==> config.mk <==
export PLATFORM = sky130hd
export DESIGN_NAME = pipeline_control
export DESIGN_NICKNAME = d
export VERILOG_FILES = /design/src/pctl_ctrl_pkg.sv /design/src/pctl_data_pkg.sv /design/src/pipeline_control.sv /design/src/sysreg_commit.sv /design/src/event_sequencer.sv /design/src/event_decode.sv
export VERILOG_INCLUDE_DIRS = /design/src /design/src/src
export SDC_FILE = /design/constraint.sdc
export NUM_CORES = 1
export LEC_CHECK = 0
export BUFFER_PORTS_ARGS = -buffer_cell sky130_fd_sc_hd__buf_2
export CAP_MARGIN = 20
export CORE_MARGIN = 3
export CORE_UTILIZATION = 35
export DETAILED_ROUTE_END_ITERATION = 8
export PLACE_DENSITY = 0.63
export SYNTH_ARGS = -nofsm -noshare
export SYNTH_HDL_FRONTEND = slang
export SYNTH_SLANG_ARGS = --single-unit
==> constraint.sdc <==
create_clock -name iCLOCK -period 7.4 [get_ports iCLOCK]
set_input_delay 0.74 -clock iCLOCK [delete_from_list [all_inputs] [get_ports iCLOCK]]
set_output_delay 0.74 -clock iCLOCK [all_outputs]
set_load 0.01 [all_outputs]
==> src/pctl_cfg.svh <==
`ifndef PCTL_CFG_SVH
`define PCTL_CFG_SVH

// Data path and address width
`define PCTL_XLEN 32

// Interrupt number from the interrupt controller
`define PCTL_IRQ_NUM_W 7

// One IDT entry, handler address in the first word
`define PCTL_IDT_ENTRY_BYTES 8

// Interrupt enable in PSR
`define PCTL_PSR_IRQ_EN_BIT 2

// Power-on values of the committed registers
`define PCTL_PCR_RESET_VAL 32'h0000_0000
`define PCTL_PPCR_RESET_VAL 32'h0000_0000

`endif
==> src/pctl_ctrl_pkg.sv <==
`default_nettype none

package pctl_ctrl_pkg;

	// Event kinds, encoding follows the core's event numbering
	typedef enum logic [2:0] {
		EV_JUMP_IRQ = 3'h1,
		EV_IRQ      = 3'h3,
		EV_JUMP     = 3'h2,
		EV_RELOAD   = 3'h6,
		EV_RETURN   = 3'h4
	} event_kind_t;

	typedef enum logic [2:0] {
		S_IDLE       = 3'h0,
		S_SHORT      = 3'h1,
		S_FETCH_REQ  = 3'h2,
		S_FETCH_WAIT = 3'h3
	} seq_state_t;

	// Kinds that go through the IDT fetch
	function automatic logic is_irq_kind(input event_kind_t kind);
		return (kind == EV_JUMP_IRQ) || (kind == EV_IRQ);
	endfunction

endpackage

`default_nettype wire

==> src/pctl_data_pkg.sv <==
`include "pctl_cfg.svh"
`default_nettype none

package pctl_data_pkg;

	// Register and data word
	typedef logic [`PCTL_XLEN-1:0] word_t;

	// Byte address
	typedef logic [`PCTL_XLEN-1:0] addr_t;

	// Interrupt number
	typedef logic [`PCTL_IRQ_NUM_W-1:0] irq_num_t;

endpackage

`default_nettype wire

==> src/pipeline_control.sv <==
`timescale 1ns/1ns
`default_nettype none

module pipeline_control
	import pctl_data_pkg::*;
	import pctl_ctrl_pkg::*;
(
	input logic iCLOCK,
	input logic inRESET,
	input logic reset_sync,
	// Execute stage
	input logic branch_valid,
	input logic reload_valid,
	input logic return_valid,
	input addr_t jump_addr,
	// Interrupt controller
	input logic irq_req,
	input logic irq_lock,
	input irq_num_t irq_num,
	output logic irq_ack,
	// System registers
	input word_t sysreg_psr,
	input word_t sysreg_pcr,
	input word_t sysreg_ppcr,
	input addr_t sysreg_idtr,
	// Load port
	output logic ldst_valid,
	input logic ldst_ready,
	output addr_t ldst_addr,
	input logic rsp_valid,
	input word_t rsp_data,
	// Core event strobes
	output logic event_hold,
	output logic event_start,
	output logic event_irq_front2back,
	output logic event_irq_back2front,
	output logic event_end,
	// Register writes
	output logic pcr_set,
	output word_t pcr,
	output logic ppcr_set,
	output word_t ppcr
);

	logic ev_valid;
	logic ev_ready;
	event_kind_t ev_kind;
	addr_t ev_target;
	irq_num_t ev_irq_num;

	logic commit_valid;
	event_kind_t commit_kind;
	word_t commit_pcr;
	word_t commit_ppcr;

	event_decode u_decode (
		.branch_valid(branch_valid),
		.reload_valid(reload_valid),
		.return_valid(return_valid),
		.jump_addr(jump_addr),
		.irq_req(irq_req),
		.irq_lock(irq_lock),
		.irq_num(irq_num),
		.sysreg_psr(sysreg_psr),
		.sysreg_ppcr(sysreg_ppcr),
		.ev_valid(ev_valid),
		.ev_kind(ev_kind),
		.ev_target(ev_target),
		.ev_irq_num(ev_irq_num)
	);

	// ev_ready gates acceptance, one event in flight
	event_sequencer u_sequencer (
		.iCLOCK(iCLOCK),
		.inRESET(inRESET),
		.reset_sync(reset_sync),
		.ev_valid(ev_valid),
		.ev_ready(ev_ready),
		.ev_kind(ev_kind),
		.ev_target(ev_target),
		.ev_irq_num(ev_irq_num),
		.sysreg_pcr(sysreg_pcr),
		.sysreg_idtr(sysreg_idtr),
		.event_hold(event_hold),
		.event_start(event_start),
		.event_irq_front2back(event_irq_front2back),
		.event_irq_back2front(event_irq_back2front),
		.ldst_valid(ldst_valid),
		.ldst_ready(ldst_ready),
		.ldst_addr(ldst_addr),
		.rsp_valid(rsp_valid),
		.rsp_data(rsp_data),
		.commit_valid(commit_valid),
		.commit_kind(commit_kind),
		.commit_pcr(commit_pcr),
		.commit_ppcr(commit_ppcr)
	);

	sysreg_commit u_commit (
		.iCLOCK(iCLOCK),
		.inRESET(inRESET),
		.reset_sync(reset_sync),
		.commit_valid(commit_valid),
		.commit_kind(commit_kind),
		.commit_pcr(commit_pcr),
		.commit_ppcr(commit_ppcr),
		.pcr_set(pcr_set),
		.pcr(pcr),
		.ppcr_set(ppcr_set),
		.ppcr(ppcr),
		.irq_ack(irq_ack),
		.event_end(event_end)
	);

endmodule

`default_nettype wire

==> src/sysreg_commit.sv <==
`timescale 1ns/1ns
`include "pctl_cfg.svh"
`default_nettype none

module sysreg_commit
	import pctl_ctrl_pkg::*;
	import pctl_data_pkg::*;
(
	input logic iCLOCK,
	input logic inRESET,
	input logic reset_sync,
	// Commit from the sequencer
	input logic commit_valid,
	input event_kind_t commit_kind,
	input word_t commit_pcr,
	input word_t commit_ppcr,
	// System register writes
	output logic pcr_set,
	output word_t pcr,
	output logic ppcr_set,
	output word_t ppcr,
	// Interrupt controller and core
	output logic irq_ack,
	output logic event_end
);

	logic irq_commit;
	logic pcr_wr;
	logic ppcr_wr;
	logic commit_q;
	logic irq_commit_q;

	assign irq_commit = is_irq_kind(commit_kind);
	assign pcr_wr = commit_valid && !reset_sync;
	assign ppcr_wr = pcr_wr && irq_commit;

	// One-cycle strobes after the commit
	always_ff @(posedge iCLOCK or negedge inRESET) begin
		if (!inRESET) begin
			commit_q <= 1'b0;
			irq_commit_q <= 1'b0;
		end
		else if (reset_sync) begin
			commit_q <= 1'b0;
			irq_commit_q <= 1'b0;
		end
		else begin
			commit_q <= commit_valid;
			irq_commit_q <= commit_valid && irq_commit;
		end
	end

	// Values stay until the next write
	always_ff @(posedge iCLOCK or negedge inRESET) begin
		if (!inRESET) begin
			pcr <= `PCTL_PCR_RESET_VAL;
			ppcr <= `PCTL_PPCR_RESET_VAL;
		end
		else begin
			if (pcr_wr) begin
				pcr <= commit_pcr;
			end
			if (ppcr_wr) begin
				ppcr <= commit_ppcr;
			end
		end
	end

	// Every event ends with a PCR write
	assign pcr_set = commit_q;
	assign event_end = commit_q;

	// Only interrupt calls save the return point
	assign ppcr_set = irq_commit_q;
	assign irq_ack = irq_commit_q;

endmodule

`default_nettype wire

==> src/event_sequencer.sv <==
`timescale 1ns/1ns
`include "pctl_cfg.svh"
`default_nettype none

module event_sequencer
	import pctl_data_pkg::*;
	import pctl_ctrl_pkg::*;
(
	input logic iCLOCK,
	input logic inRESET,
	input logic reset_sync,
	// Event from decode
	input logic ev_valid,
	output logic ev_ready,
	input event_kind_t ev_kind,
	input addr_t ev_target,
	input irq_num_t ev_irq_num,
	// System registers
	input word_t sysreg_pcr,
	input addr_t sysreg_idtr,
	// Core event strobes
	output logic event_hold,
	output logic event_start,
	output logic event_irq_front2back,
	output logic event_irq_back2front,
	// IDT load port
	output logic ldst_valid,
	input logic ldst_ready,
	output addr_t ldst_addr,
	input logic rsp_valid,
	input word_t rsp_data,
	// Commit to the register stage
	output logic commit_valid,
	output event_kind_t commit_kind,
	output word_t commit_pcr,
	output word_t commit_ppcr
);

	seq_state_t state;
	seq_state_t state_next;
	logic accept;
	addr_t idt_entry_addr;

	// Captured at acceptance
	event_kind_t kind_q;
	addr_t target_q;
	word_t ret_pcr_q;
	addr_t ldst_addr_q;

	assign ev_ready = (state == S_IDLE);
	assign accept = ev_valid && ev_ready;

	// Entry address of the requested interrupt
	assign idt_entry_addr = sysreg_idtr
		+ (addr_t'(ev_irq_num) * addr_t'(`PCTL_IDT_ENTRY_BYTES));

	always_comb begin
		state_next = state;
		case (state)
			S_IDLE: begin
				if (accept) begin
					state_next = is_irq_kind(ev_kind) ? S_FETCH_REQ : S_SHORT;
				end
			end
			S_SHORT: begin
				state_next = S_IDLE;
			end
			S_FETCH_REQ: begin
				if (ldst_ready) begin
					state_next = S_FETCH_WAIT;
				end
			end
			S_FETCH_WAIT: begin
				// Response counted only after the request handshake
				if (rsp_valid) begin
					state_next = S_IDLE;
				end
			end
			default: begin
				state_next = S_IDLE;
			end
		endcase
	end

	always_ff @(posedge iCLOCK or negedge inRESET) begin
		if (!inRESET) begin
			state <= S_IDLE;
		end
		else if (reset_sync) begin
			state <= S_IDLE;
		end
		else begin
			state <= state_next;
		end
	end

	always_ff @(posedge iCLOCK) begin
		if (accept) begin
			kind_q <= ev_kind;
			target_q <= ev_target;
			ret_pcr_q <= sysreg_pcr;
			ldst_addr_q <= idt_entry_addr;
		end
	end

	// Start strobes, one cycle after acceptance
	always_ff @(posedge iCLOCK or negedge inRESET) begin
		if (!inRESET) begin
			event_start <= 1'b0;
			event_irq_front2back <= 1'b0;
			event_irq_back2front <= 1'b0;
		end
		else if (reset_sync) begin
			event_start <= 1'b0;
			event_irq_front2back <= 1'b0;
			event_irq_back2front <= 1'b0;
		end
		else begin
			event_start <= accept;
			event_irq_front2back <= accept && is_irq_kind(ev_kind);
			event_irq_back2front <= accept && (ev_kind == EV_RETURN);
		end
	end

	assign event_hold = (state != S_IDLE);

	// Address held in a register, stable under back-pressure
	assign ldst_valid = (state == S_FETCH_REQ);
	assign ldst_addr = ldst_addr_q;

	// One commit per event
	assign commit_valid = (state == S_SHORT) || ((state == S_FETCH_WAIT) && rsp_valid);
	assign commit_kind = kind_q;
	assign commit_pcr = (state == S_FETCH_WAIT) ? rsp_data : target_q;

	// Combined jump returns to the branch target, plain call to the interrupted PC
	assign commit_ppcr = (kind_q == EV_JUMP_IRQ) ? target_q : ret_pcr_q;

endmodule

`default_nettype wire

==> src/event_decode.sv <==
`timescale 1ns/1ns
`include "pctl_cfg.svh"
`default_nettype none

module event_decode
	import pctl_data_pkg::*;
	import pctl_ctrl_pkg::*;
(
	// Execute stage requests
	input logic branch_valid,
	input logic reload_valid,
	input logic return_valid,
	input addr_t jump_addr,
	// Interrupt controller
	input logic irq_req,
	input logic irq_lock,
	input irq_num_t irq_num,
	// System registers
	input word_t sysreg_psr,
	input word_t sysreg_ppcr,
	// Offered event
	output logic ev_valid,
	output event_kind_t ev_kind,
	output addr_t ev_target,
	output irq_num_t ev_irq_num
);

	logic irq_enabled;

	// Interrupt taken only when unlocked and enabled in PSR
	assign irq_enabled = irq_req && !irq_lock && sysreg_psr[`PCTL_PSR_IRQ_EN_BIT];

	// Fixed priority, highest first
	always_comb begin
		ev_valid = 1'b1;
		ev_kind = EV_JUMP;
		ev_target = jump_addr;
		if (branch_valid && irq_enabled) begin
			ev_kind = EV_JUMP_IRQ;
		end
		else if (irq_enabled) begin
			// Target unused, handler comes from the IDT
			ev_kind = EV_IRQ;
		end
		else if (branch_valid) begin
			ev_kind = EV_JUMP;
		end
		else if (reload_valid) begin
			// Refetch from the execute stage address
			ev_kind = EV_RELOAD;
		end
		else if (return_valid) begin
			ev_kind = EV_RETURN;
			ev_target = sysreg_ppcr;
		end
		else begin
			ev_valid = 1'b0;
		end
	end

	assign ev_irq_num = irq_num;

endmodule

`default_nettype wire

==> results.cfg <==
[floorplan]
ios = 314
start_util_pct = 36.37
die_area_um2 = 22450
rows = 51
dieWidth_um = 149.8
core_area_um2 = 19910
die_h_um = 149.8

[worst_setup_path]
r2r_end = u_sequencer.ret_pcr_q[2]
r2r_start = u_sequencer.state[1]
r2r_cells = 3
crit_type = input pin to flop
ff2ff_setup_slack_ns = 5.45
crit_fanout = 11
startpoint_type = input pin
worstPathRequired_ns = 7.57
arrival_ns = 2.73
crit_path_end_kind = flop

[timing]
hold-worst-slack_ns = 0.4622
maxSlewViolCount = 0
fin_worst_skew_ns = 0.01125
fin_tns_setup_ns = 0
fin_crit_sh_pct = 34.50
relSlewSlack_pct = 35.39
worstMarginPinSlew_ns = 0.9691
post-route-min-period_ns = 2.553
setup_viol = 0
fmax_mhz = 391.7
finalHoldViolations = 0
rsz0062_at_grt = false

[synthesis]
synth_seq_area_share_pct = 65.60
async_flop_share_pct = 41.76
yosysWarnings = 0
synth_area_leader_cell = edfxtp_1
ys_types = 44
synth_nets = 760
synth_top_cell_area_share_pct = 41.06
synth_edf_count = 99
syn_inst = 543
syn_area_per_cell_um2 = 13.33
synthesis.area_um2 = 7241
synth_area_leaders = edfxtp_1 41%, dfrtp_1 25%, a21oi_1 5.0%
ys.flop_type = edfxtp_1
ys_ff_latch = 170

[cts]
cts_resized = 0
cts_hold_buf = 0
cts_root_buf = clkbuf_16
cts.htree.levels = 4
clkLatencyLatePin_ns = 0.42
cts_made_buffers = 17
clock_sink_count = 170
cts_tree = yes
cts_setup_buffers = 0
cts_buffer_depth = 2
clk_pin_slew_worst_paths_ns = 0.07

[grt]
grt_max_degree = 72
grt_util_met2_pct = 27.19
gr-usage-met3_pct = 5.966
grt.busiest_layer = met2
use_met1_pct = 21.53
grt_pass1_wl_um = 29080
grt.total_usage_pct = 16.81
grt.overflow.total = 0
grt_pass1_vias = 5275
antenna_found_initial = 1

[drt]
ant_nets = 0
wire_per_inst_um = 17.49
drt_iter0_drc = 201
dr.pass1.iters = 4
vias_per_cell = 4.825
routed_wl_um = 19230
dr_total_vias = 5303
drc = 0

[layout]
final_cells = 1099
drive_gt1_share_pct = 43.76
fin_nets = 1038
final.fill_count = 1832
syn_to_final_growth_pct = 30.85
num_antenna_cells = 0

[hold_path]
hold_path.class = input pin to asynchronous set/reset pin

[flow_run]
drv_cap = 0

[placement]
dp.cells = 1067
numPortBuffers = 282
place_hpwl_um = 13430
gp_congestion = 0.7756

[status]
status = complete, no violations

[pwr]
p_per_area_nw_per_um2 = 296.2
vdd_ir_drop_max_uv = 151.8
leakagePower_nw = 4.287
## critical path: stages
cell and delay, ns:
buf_2 0.08, ha_1 0.19, fa_1 0.23, a21o_1 0.14, o21ai_0 0.10, a31oi_1 0.79
nand4_1 0.26, xnor2_1 0.18
## cells by family after synthesis
kind of cell	count (synthesis)	synth area share, %
muxes	65	9.539
AOI/OAI and AO/OA	114	9.349
and+or+nand+nor	125	8.277
buffers and inverters	34	2.488
xor gates and xnor gates	27	3.266
adders and majority gates	8	1.486
DFF	170	65.60
## how the worst max path moves through the flow
stage	start	endpoint	slack [ns]	depth (start not counted)
6_report	irq_num[0]	u_sequencer.ldst_addr[31]	4.85	8
5_1_grt	sysreg_idtr[3]	u_sequencer.ldst_addr[31]	4.65	8
4_1_cts	irq_num[0]	u_sequencer.ldst_addr[31]	4.85	8
3_5_place_dp	irq_num[0]	u_sequencer.ldst_addr[31]	4.39	8
3_3_place_gp	irq_num[0]	u_sequencer.ldst_addr[31]	4.40	8
2_1_floorplan	irq_lock	u_sequencer.state[0]	0.61	6
## power by group
group          switching (mW)  internal [mW]
clock network           0.410          0.448
logic                   0.353          0.265
registers              0.0970           1.23
## synthesized netlist by cell type, types with 2 or more instances
cell and number:
edfxtp_1 99, nor3b_1 2, a21o_1 2, xor2_1 4, a21oi_1 72, buf_1 3, buf_6 3, mux2_2 31
buf_2 11, nand2_1 12, and2_1 3, ha_1 7, inv_1 3, clkbuf_1 9, nor2b_1 3, and3_1 2
a22oi_1 33, xnor2_1 23, buf_4 4, nand3_1 8, nor3_1 3, nor2_1 74, dfrtp_1 71, nand4_1 8
mux2i_1 33, and3_2 2
## placed cells by master, fill, tap and decap left out, types with 2 or more instances in the layout
master / Yosys / routed
buf_2: 11 / 281
edfxtp_1: 99 / 99
nor2_1: 74 / 74
a21oi_1: 72 / 71
dfrtp_1: 71 / 71
a22oi_1: 33 / 33
mux2i_1: 33 / 33
mux2_2: 31 / 31
xnor2_1: 23 / 23
clkbuf_16: 0 / 17
nand2_1: 12 / 11
buf_4: 4 / 9
nand4_1: 8 / 8
nand3_1: 8 / 8
ha_1: 7 / 7
inv_6: 0 / 5
xor2_1: 4 / 4
and2_1: 3 / 3
inv_1: 3 / 3
nor3_1: 3 / 3
nor2b_1: 3 / 3
clkinv_4: 0 / 3
inv_8: 0 / 3
and3_2: 2 / 2
a21o_1: 2 / 2
and3_1: 2 / 2
nor3b_2: 0 / 2
clkinv_2: 0 / 2
clkinv_8: 0 / 2
## state kept, by name, summed over array words and instances (netlist names)
signal	cells
u_commit.pcr	32
u_commit.ppcr	32
u_sequencer.ldst_addr	32
u_sequencer.ret_pcr_q	32
u_sequencer.target_q	32
u_sequencer.commit_kind	3
u_sequencer.state	2
u_commit.event_end	1
u_commit.irq_ack	1
u_sequencer.event_irq_back2front	1
u_sequencer.event_irq_front2back	1
u_sequencer.event_start	1
## area by class of cell
class / instances / area [um^2] / area share, %
sequential: 170 / 4750 / 50.13
multi-input combinational: 339 / 2336 / 24.66
timing repair buffer: 290 / 1474 / 15.56
clock buffer: 17 / 425.4 / 4.490
tap: 265 / 331.6 / 3.500
clock inverter: 15 / 146.4 / 1.545
inverter: 3 / 11.26 / 0.1189
## metrics by stage
| step | total power [mW] | utilization (%) | cell area, um^2 | worst slack, ns |
|---|---|---|---|---|
| 5_1_grt | 2.968 | 47.59 | 9474 | 4.649 |
| 3_3_place_gp | 1.963 | 44.71 | 8902 | 4.398 |
| 3_5_place_dp | 1.978 | 44.71 | 8902 | 4.389 |
| 4_1_cts | 2.847 | 47.59 | 9474 | 4.847 |
| 6_report | 2.806 | 47.59 | 9474 | 4.847 |
| 2_1_floorplan | 1.670 | - | 7241 | 0.6095 |
## per-layer routing
| layer | part of all wire, % | up-vias |
|---|---|---|
| met2 | 47 | 223 |
| met5 | 0.068 | - |
| met4 | 1.1 | 2 |
| li1 | - | 2551 |
| met1 | 43 | 2513 |
| met3 | 9.2 | 14 |
Power figures use the tool's default switching activity.
